## src/ca_align_pkg.sv

```systemverilog
/* Shared constants and types for the RX channel alignment block.
   Referenced by scoped name from the RTL and the testbench. */

package ca_align_pkg;

  ////////////////////////////////////////////////////////////
  // Strobe position geometry
  ////////////////////////////////////////////////////////////

  localparam int stb_word_bits = 40;  // Width of one selectable word
  localparam int stb_words     = 8;   // Covers up to 320 bits per channel

  typedef logic [stb_words-1:0]     stb_wd_sel_t;   // One-hot word select
  typedef logic [stb_word_bits-1:0] stb_bit_sel_t;  // One-hot bit select

  // Static configuration
  typedef logic [7:0] count_x_t;   // Blanking cycles after online
  typedef logic [2:0] rden_dly_t;  // Extra cycles before the common pop

  ////////////////////////////////////////////////////////////
  // Alignment FSM
  ////////////////////////////////////////////////////////////

  typedef enum logic [2:0] {
    idle       = 3'd0,
    online     = 3'd1,
    aligned    = 3'd2,
    err        = 3'd3,
    done       = 3'd4,
    soft_reset = 3'd5
  } rx_state_t;

endpackage

```

## src/rx_align_ctrl.sv

```systemverilog
/* Alignment FSM with the read-enable delay and the common FIFO pop.
   Reports done or error, and runs the soft reset for align on the fly. */

module rx_align_ctrl #(
  parameter int num_channels = 2
) (
  input  logic                    com_clk,
  input  logic                    rst_com_n,
  input  logic                    rx_online,
  input  logic                    align_fly,
  input  ca_align_pkg::rden_dly_t rden_dly,
  input  logic [num_channels-1:0] first_stb_det,
  input  logic [num_channels-1:0] overflow_pulse,
  output logic                    fifo_pop,
  output logic                    soft_reset,
  output logic                    stb_enable,
  output logic                    align_done,
  output logic                    align_err
);

  ca_align_pkg::rx_state_t state;
  ca_align_pkg::rx_state_t state_nxt;
  ca_align_pkg::rden_dly_t rd_dly;
  logic                    rx_online_del;
  logic                    all_stb_seen;

  assign all_stb_seen = &first_stb_det;
  assign fifo_pop     = all_stb_seen & ~(|rd_dly);  // Same pop for every FIFO

  assign soft_reset = (state == ca_align_pkg::soft_reset);
  assign stb_enable = (state == ca_align_pkg::online) |
                      (state == ca_align_pkg::aligned) |
                      (state == ca_align_pkg::done);

  ////////////////////////////////////////////////////////////
  // Read delay and status registers
  ////////////////////////////////////////////////////////////

  always_ff @(posedge com_clk or negedge rst_com_n)
  begin
    if (!rst_com_n)
    begin
      rx_online_del <= 1'b0;
      rd_dly        <= '0;
      align_done    <= 1'b0;
      align_err     <= 1'b0;
    end
    else
    begin
      rx_online_del <= rx_online;
      if (rx_online && !rx_online_del)
        rd_dly <= rden_dly;
      else if (all_stb_seen && (|rd_dly))
        rd_dly <= rd_dly - 1'b1;  // Runs only once every channel is writing
      align_done <= (state == ca_align_pkg::done);
      align_err  <= (state == ca_align_pkg::err);
    end
  end

  always_ff @(posedge com_clk or negedge rst_com_n)
  begin
    if (!rst_com_n)
      state <= ca_align_pkg::idle;
    else
      state <= state_nxt;
  end

  // Next state
  always_comb
  begin
    state_nxt = state;
    case (state)
      ca_align_pkg::idle:
      begin
        if (rx_online)
          state_nxt = ca_align_pkg::online;
      end
      ca_align_pkg::online:
      begin
        if (|overflow_pulse)  // Skew beyond the FIFO depth
          state_nxt = align_fly ? ca_align_pkg::soft_reset : ca_align_pkg::err;
        else if (all_stb_seen)
          state_nxt = ca_align_pkg::aligned;
      end
      ca_align_pkg::aligned:
      begin
        if (rd_dly == '0)
          state_nxt = ca_align_pkg::done;
      end
      ca_align_pkg::err:
      begin
        if (align_fly)
          state_nxt = ca_align_pkg::soft_reset;
      end
      ca_align_pkg::done:       state_nxt = ca_align_pkg::done;
      ca_align_pkg::soft_reset: state_nxt = ca_align_pkg::online;  // Single cycle
      default:                  state_nxt = ca_align_pkg::idle;
    endcase
  end

endmodule

```

## src/rx_align_fifo.sv

```systemverilog
/* Synchronous alignment FIFO for one channel.
   Written from the first strobe onward, popped in step with all channels. */

module rx_align_fifo #(
  parameter int bits_per_channel = 80,
  parameter int ad_width         = 4
) (
  input  logic                        com_clk,
  input  logic                        rst_com_n,
  input  logic                        soft_reset,
  input  logic                        push,
  input  logic                        pop,
  input  logic [bits_per_channel-1:0] din,
  output logic [bits_per_channel-1:0] dout,
  output logic                        fifo_full,
  output logic                        fifo_empty,
  output logic                        overflow_pulse
);

  localparam int depth = 2 ** ad_width;

  logic [bits_per_channel-1:0] mem [depth];
  logic [ad_width:0]           wr_ptr;
  logic [ad_width:0]           rd_ptr;
  logic [ad_width:0]           level;
  logic                        wr_en;
  logic                        rd_en;

  ////////////////////////////////////////////////////////////
  // Flags from the pointer difference
  ////////////////////////////////////////////////////////////

  // Extra pointer bit separates full from empty
  assign level      = wr_ptr - rd_ptr;
  assign fifo_full  = level[ad_width];
  assign fifo_empty = (level == '0);

  assign wr_en = push & ~fifo_full;   // Push into a full FIFO is lost
  assign rd_en = pop & ~fifo_empty;

  // Head of the FIFO, read without a register stage
  assign dout = mem[rd_ptr[ad_width-1:0]];

  // Storage
  always_ff @(posedge com_clk)
  begin
    if (wr_en)
      mem[wr_ptr[ad_width-1:0]] <= din;
  end

  always_ff @(posedge com_clk or negedge rst_com_n)
  begin
    if (!rst_com_n)
    begin
      wr_ptr         <= '0;
      rd_ptr         <= '0;
      overflow_pulse <= 1'b0;
    end
    else if (soft_reset)
    begin
      wr_ptr         <= '0;
      rd_ptr         <= '0;
      overflow_pulse <= 1'b0;
    end
    else
    begin
      if (wr_en)
        wr_ptr <= wr_ptr + 1'b1;
      if (rd_en)
        rd_ptr <= rd_ptr + 1'b1;
      overflow_pulse <= push & fifo_full;  // One cycle per dropped word
    end
  end

endmodule

```

## src/rx_align_top.sv

```systemverilog
/* Top level of the RX channel alignment block.
   Splits the input bus per channel and wires detection, FIFOs and control. */

module rx_align_top #(
  parameter int num_channels     = 2,
  parameter int bits_per_channel = 80,   // Up to 320
  parameter int ad_width         = 4     // FIFO depth 2**ad_width
) (
  input  logic                                     com_clk,
  input  logic                                     rst_com_n,
  input  logic                                     rx_online,
  input  logic                                     align_fly,
  input  ca_align_pkg::rden_dly_t                  rden_dly,
  input  ca_align_pkg::count_x_t                   count_x,
  input  ca_align_pkg::stb_wd_sel_t                rx_stb_wd_sel,
  input  ca_align_pkg::stb_bit_sel_t               rx_stb_bit_sel,
  input  logic [num_channels*bits_per_channel-1:0] rx_din,
  output logic [num_channels*bits_per_channel-1:0] rx_dout,
  output logic                                     align_done,
  output logic                                     align_err,
  output logic                                     rx_stb_pos_err,
  output logic                                     rx_stb_pos_coding_err,
  output logic [num_channels-1:0]                  fifo_full,
  output logic [num_channels-1:0]                  fifo_empty
);

  logic [num_channels-1:0] fifo_push;
  logic [num_channels-1:0] first_stb_det;
  logic [num_channels-1:0] overflow_pulse;
  logic                    fifo_pop;
  logic                    soft_reset;
  logic                    stb_enable;

  rx_stb_detect #(
    .num_channels     (num_channels),
    .bits_per_channel (bits_per_channel)
  ) stb_detect_i (
    .com_clk        (com_clk),
    .rst_com_n      (rst_com_n),
    .rx_online      (rx_online),
    .stb_enable     (stb_enable),
    .soft_reset     (soft_reset),
    .count_x        (count_x),
    .rx_stb_wd_sel  (rx_stb_wd_sel),
    .rx_stb_bit_sel (rx_stb_bit_sel),
    .rx_din         (rx_din),
    .fifo_push      (fifo_push),
    .first_stb_det  (first_stb_det)
  );

  ////////////////////////////////////////////////////////////
  // One alignment FIFO per channel
  ////////////////////////////////////////////////////////////

  for (genvar c = 0; c < num_channels; c++)
  begin : g_fifo
    rx_align_fifo #(
      .bits_per_channel (bits_per_channel),
      .ad_width         (ad_width)
    ) align_fifo_i (
      .com_clk        (com_clk),
      .rst_com_n      (rst_com_n),
      .soft_reset     (soft_reset),
      .push           (fifo_push[c]),
      .pop            (fifo_pop),
      .din            (rx_din[c*bits_per_channel +: bits_per_channel]),
      .dout           (rx_dout[c*bits_per_channel +: bits_per_channel]),
      .fifo_full      (fifo_full[c]),
      .fifo_empty     (fifo_empty[c]),
      .overflow_pulse (overflow_pulse[c])
    );
  end

  rx_align_ctrl #(
    .num_channels (num_channels)
  ) align_ctrl_i (
    .com_clk        (com_clk),
    .rst_com_n      (rst_com_n),
    .rx_online      (rx_online),
    .align_fly      (align_fly),
    .rden_dly       (rden_dly),
    .first_stb_det  (first_stb_det),
    .overflow_pulse (overflow_pulse),
    .fifo_pop       (fifo_pop),
    .soft_reset     (soft_reset),
    .stb_enable     (stb_enable),
    .align_done     (align_done),
    .align_err      (align_err)
  );

  // Select checks, no clock
  rx_stb_pos_check #(
    .bits_per_channel (bits_per_channel)
  ) stb_pos_check_i (
    .rx_stb_wd_sel         (rx_stb_wd_sel),
    .rx_stb_bit_sel        (rx_stb_bit_sel),
    .rx_stb_pos_coding_err (rx_stb_pos_coding_err),
    .rx_stb_pos_err        (rx_stb_pos_err)
  );

endmodule

```

## src/rx_stb_detect.sv

```systemverilog
/* Per-channel strobe detection with a shared blanking timer.
   Produces the sticky FIFO write enables and first-strobe flags. */

module rx_stb_detect #(
  parameter int num_channels     = 2,
  parameter int bits_per_channel = 80
) (
  input  logic                                   com_clk,
  input  logic                                   rst_com_n,
  input  logic                                   rx_online,
  input  logic                                   stb_enable,
  input  logic                                   soft_reset,
  input  ca_align_pkg::count_x_t                 count_x,
  input  ca_align_pkg::stb_wd_sel_t              rx_stb_wd_sel,
  input  ca_align_pkg::stb_bit_sel_t             rx_stb_bit_sel,
  input  logic [num_channels*bits_per_channel-1:0] rx_din,
  output logic [num_channels-1:0]                fifo_push,
  output logic [num_channels-1:0]                first_stb_det
);

  localparam int wbits    = ca_align_pkg::stb_word_bits;
  localparam int pad_bits = ca_align_pkg::stb_words * wbits;

  logic [pad_bits-1:0]     din_pad [num_channels];
  logic [wbits-1:0]        word    [num_channels];
  logic [num_channels-1:0] d_stb_det;
  logic [num_channels-1:0] stb_det;
  ca_align_pkg::count_x_t  timer_x;
  logic                    rx_online_del;

  // Word select, lowest set select bit wins
  always_comb
  begin
    for (int c = 0; c < num_channels; c++)
    begin
      din_pad[c] = '0;  // Words past the channel width read as zero
      din_pad[c][bits_per_channel-1:0] = rx_din[c*bits_per_channel +: bits_per_channel];
      word[c] = din_pad[c][wbits-1:0];
      for (int w = ca_align_pkg::stb_words - 1; w >= 0; w--)
      begin
        if (rx_stb_wd_sel[w])
          word[c] = din_pad[c][w*wbits +: wbits];
      end
      d_stb_det[c] = stb_enable & (|(word[c] & rx_stb_bit_sel));
    end
  end

  ////////////////////////////////////////////////////////////
  // Blanking timer and sticky flags
  ////////////////////////////////////////////////////////////

  always_ff @(posedge com_clk or negedge rst_com_n)
  begin
    if (!rst_com_n)
    begin
      rx_online_del <= 1'b0;
      timer_x       <= '0;
      stb_det       <= '0;
      first_stb_det <= '0;
      fifo_push     <= '0;
    end
    else
    begin
      rx_online_del <= rx_online;
      if (rx_online && !rx_online_del)
        timer_x <= count_x;  // Window starts with online
      else if (|timer_x)
        timer_x <= timer_x - 1'b1;

      if (soft_reset)
      begin
        stb_det       <= '0;
        first_stb_det <= '0;
        fifo_push     <= '0;
      end
      else if (rx_online && (timer_x == '0))
      begin
        stb_det       <= d_stb_det;
        first_stb_det <= first_stb_det | stb_det;  // One cycle behind stb_det
        fifo_push     <= fifo_push | d_stb_det;    // First write is the word after
      end
    end
  end

endmodule

```

## src/rx_stb_pos_check.sv

```systemverilog
/* Static checks on the strobe word and bit selects.
   Flags a select that is not one-hot, or a position past the channel. */

module rx_stb_pos_check #(
  parameter int bits_per_channel = 80
) (
  input  ca_align_pkg::stb_wd_sel_t  rx_stb_wd_sel,
  input  ca_align_pkg::stb_bit_sel_t rx_stb_bit_sel,
  output logic                       rx_stb_pos_coding_err,
  output logic                       rx_stb_pos_err
);

  logic [3:0] wd_ones;
  logic [5:0] bit_ones;
  logic [2:0] wd_idx;   // Highest set word select bit
  logic [5:0] bit_idx;  // Highest set bit select bit
  logic [8:0] stb_loc;

  always_comb
  begin
    wd_ones = '0;
    wd_idx  = '0;
    for (int w = 0; w < ca_align_pkg::stb_words; w++)
    begin
      wd_ones = wd_ones + {3'b0, rx_stb_wd_sel[w]};
      if (rx_stb_wd_sel[w])
        wd_idx = 3'(w);
    end
    bit_ones = '0;
    bit_idx  = '0;
    for (int b = 0; b < ca_align_pkg::stb_word_bits; b++)
    begin
      bit_ones = bit_ones + {5'b0, rx_stb_bit_sel[b]};
      if (rx_stb_bit_sel[b])
        bit_idx = 6'(b);
    end
  end

  // Word start plus bit offset
  assign stb_loc = 9'(wd_idx) * 9'(ca_align_pkg::stb_word_bits) + 9'(bit_idx);

  assign rx_stb_pos_coding_err = (wd_ones != 4'd1) | (bit_ones != 6'd1);
  assign rx_stb_pos_err        = (int'(stb_loc) > bits_per_channel);

endmodule
```

## config.mk

```make
export PLATFORM = sky130hd
export DESIGN_NAME = rx_align_top
export DESIGN_NICKNAME = d
export VERILOG_FILES = /design/src/ca_align_pkg.sv /design/src/rx_align_ctrl.sv /design/src/rx_align_fifo.sv /design/src/rx_align_top.sv /design/src/rx_stb_detect.sv /design/src/rx_stb_pos_check.sv
export SDC_FILE = /design/constraint.sdc
export NUM_CORES = 2
export LEC_CHECK = 0
export BUFFER_PORTS_ARGS = -buffer_cell sky130_fd_sc_hd__buf_4
export CORE_MARGIN = 8
export CORE_UTILIZATION = 58
export CTS_BUF_LIST = sky130_fd_sc_hd__clkbuf_2
export DETAILED_ROUTE_END_ITERATION = 10
export MAX_ROUTING_LAYER = met4
export PLACE_DENSITY = 0.74
export SYNTH_ARGS = -nofsm -noshare
export SYNTH_HDL_FRONTEND = slang
export SYNTH_SLANG_ARGS = --single-unit
export TNS_END_PERCENT = 100
```

## constraint.sdc

```tcl
create_clock -name com_clk -period 8.6 [get_ports com_clk]
set_clock_uncertainty 0.2 [all_clocks]
set_input_delay 0.86 -clock com_clk [delete_from_list [all_inputs] [get_ports com_clk]]
set_output_delay 0.86 -clock com_clk [all_outputs]
set_load 0.02 [all_outputs]
```

==> results.ini <==
[global_route]
grt_first_pass_wirelength_um=384600
grt_max_degree=103
grt_overflow_total=0
grtUsageTotal=0.2962
grt_antenna_before_repair=62
grt_pass1_vias=54105

[sta]
slew_headroom=0.1642
rsz0062_at_grt=no
setup_tns_ps=0
hold_viol_final=0
setup_viol=0
worst_pin_slew_ps=1254
slew_viol_final=0
timing.final.crit_period_ps=8142
finalCritPeriodShare=0.9467
max_freq_ghz=0.1228

[pwr]
vdd_ir_drop_max_uv=142.9
p_leak_nw=37.79
p_per_area_nw_per_um2=208.2
p_total_mw=24.27

[routing]
routed_wl_um=270600
via_per_inst=6.320
met1_length_um=94180
via_count=52617
route.met2.wl_um=136800
drc=0
highest_layer=met4
ant_nets=0
drt_first_pass_iters=6
drtIter0Drc=6378
met3_length_um=25180
wl_per_cell_um=32.51

[logic_synthesis]
synth_enable_flop_cells=2560
netlist_top_cells_area=edfxtp_1, mux4_2, dfrtp_1, fa_1, ha_1
ys_async_sr_fraction=0.01727
synth_top_cell_area_share=0.7569
synth_top_cell_by_area=edfxtp_1
synth_ff_type=edfxtp_1
synth_warnings=0
synth_cell_types=72
yosysMostFrequentCell=edfxtp_1
synthTopCellsByCount=edfxtp_1, mux4_2, clkbuf_1, inv_1, buf_2
ys_seq_elements=2605
synthCells=4264
ys_seq_area_frac=0.7680
syn_nets=4567
syn_area_per_cell_um2=23.82
syn_area_um2=101600

[clock_network]
clock_path_buffers=4
insertion_delay_ps=1830
cts.reportedPaths.clkPinSlew_ps=100
cts.sinks=2605
root_buffer=clkbuf_2
htreeDepth=6
postCtsSetupRepairBufs=0
cts_tree=built
cts_buffers=636
cts_resized=0

[worst_setup_path]
worstPathMaxFanout=6
worstPathRequired_ps=7540
critPathArrivalTime_ps=7080
critPathKind=in -> out
cp-start-kind=primary input
cp-end-kind=output port

[floorplan]
die_w_um=434.5
core_region_area_um2=174000
dieHeight_um=434.5
start_util=0.5836
die-area_um2=188800
io_pins=391
core.rowCount=153

[finish]
nNetsFinal=5848
drive_gt1_frac=0.3805
area_growth_pct=14.78
fill_cells=11135

[placed_design]
io_buffers=390
dp_hpwl_um=153500
gp_congestion=0.9075

[status]
status=completed

[job]
maxCapViolations=0

[worst_hold_path]
hp-class=in -> reg

-- cells in the final DEF (no fill, tap or decap), drive strengths merged, types with 5 or more instances in the layout --
cell type    synthesis  final
inv                 91    110
nand2b              11     11
mux4               800    800
nor3                26     26
a221oi              10     10
nor4                12     12
nand3               32     32
dlygate4sd3          0    369
ha                  42     42
a222oi               7      7
nand4                8      8
nor2b                7      7
nand2               44     44
dfrtp               45     45
a22o                31     31
nor2                64     64
buf                 96    482
diode                0     61
clkbuf             112    891
o21ai               35     35
a31oi                5      5
a211oi               9      9
a22oi               40     40
clkinv               0    119
or3                  6      6
edfxtp            2560   2560
fa                  38     38
a21oi               40     40
o31ai                5      5
xnor2               15     15
a21boi               7      7
xor2                11     11
-- through the flow --
stage          cell area (um2)  setup WS [ps]  hold WS (ps)  utilization  instances
6_report                116600          458.4         288.8       0.6699       8325
5_1_grt                 116500          141.7         205.9       0.6698       8313
4_1_cts                 116400          490.4         85.72       0.6690       8264
3_5_place_dp            107600          773.2         320.2       0.6185       6862
3_3_place_gp            107600          737.2         298.1       0.6185       6862
2_1_floorplan           101600          21.21         282.3            -       4264
-- worst max-delay path, cell delays in order --
cell           delay, ps
dlygate4sd3_1        560
buf_4                190
fa_1                 500
inv_1                 50
fa_1                 500
fa_1                 430
fa_1                 490
inv_1                 50
fa_1                 490
inv_1                 50
fa_1                 510
fa_1                 430
fa_1                 370
inv_1                110
fa_1                 400
nor4_1               270
nand2_1               80
nor4_1               180
o211ai_1             300
buf_4                260
-- routing by layer --
metal  vias up  track usage
met5         -            -
met4         0       0.1474
met3       564      0.06418
met2      3053       0.4747
met1     27602       0.3625
li1      21398            -
-- state kept, by name, indices dropped and copies added, names as in the netlist --
| register | flops |
|---|---|
| align_ctrl_i.align_done | 1 |
| align_ctrl_i.align_err | 1 |
| align_ctrl_i.rd_dly | 3 |
| align_ctrl_i.rx_online_del | 1 |
| align_ctrl_i.state | 3 |
| g_fifo.align_fifo_i.mem | 2560 |
| g_fifo.align_fifo_i.overflow_pulse | 2 |
| g_fifo.align_fifo_i.rd_ptr | 10 |
| g_fifo.align_fifo_i.wr_ptr | 10 |
| stb_detect_i.fifo_push | 2 |
| stb_detect_i.first_stb_det | 2 |
| stb_detect_i.stb_det | 2 |
| stb_detect_i.timer_x | 8 |
-- cell families after synthesis --
group                      Yosys count  share of synthesized area
AOI/OAI and AO/OA                  221                    0.01567
adders and majority gates           80                    0.01266
muxes                              805                     0.1779
and+or+nand+nor                    228                    0.01115
buffers and inverters              299                    0.01228
DFF                               2605                     0.7680
xor gates and xnor gates            26                   0.002316
-- power breakdown --
group / leakage (nW) / total [mW] / internal, mW / switching, mW
combinational: 10.2 / 2.33 / 0.874 / 1.45
clock: 4.03 / 7.51 / 2.83 / 4.68
sequential: 23.6 / 14.4 / 14.3 / 0.139
total: 37.8 / 24.3 / 18.0 / 6.27
-- area by class of cell --
cell class              instances  area, um2  area share
diodes                         61      152.6    0.001309
clock buffers                 891       4459     0.03825
clock inverters               141      620.6    0.005324
inverters                      91      351.6    0.003016
multi-input cells            1360      22540      0.1934
flip-flops and latches       2605      78020      0.6693
well taps                    2325       2909     0.02495
repair buffers                851       7520     0.06450
-- final timing paths --
check | from | end | slack [ps] | cells after the start
max | rx_stb_bit_sel[32] | rx_stb_pos_coding_err | 460 | 20
min | rx_stb_bit_sel[13] | stb_detect_i.stb_det[1]$_DFFE_PN0P_ | 290 | 7
max reg2reg | g_fifo[1].align_fifo_i.rd_ptr[0]$_DFFE_PN0P_ | g_fifo[1].align_fifo_i.mem[15][55]$_DFFE_PP_ | 2930 | 9
min reg2reg | stb_detect_i.stb_det[0]$_DFFE_PN0P_ | stb_detect_i.first_stb_det[0]$_DFFE_PN0P_ | 370 | 2
max in group asynchronous | rst_com_n | g_fifo[0].align_fifo_i.rd_ptr[2]$_DFFE_PN0P_ | 7470 | 5
min in group asynchronous | rst_com_n | stb_detect_i.timer_x[1]$_DFFE_PN0P_ | 460 | 5
-- timing repair --
action	4_1_cts	5_1_grt
hold buffers	370	0
hold endpoints to repair	2626	0
setup endpoints to repair	0	0
(Power assumes the default switching activity.)
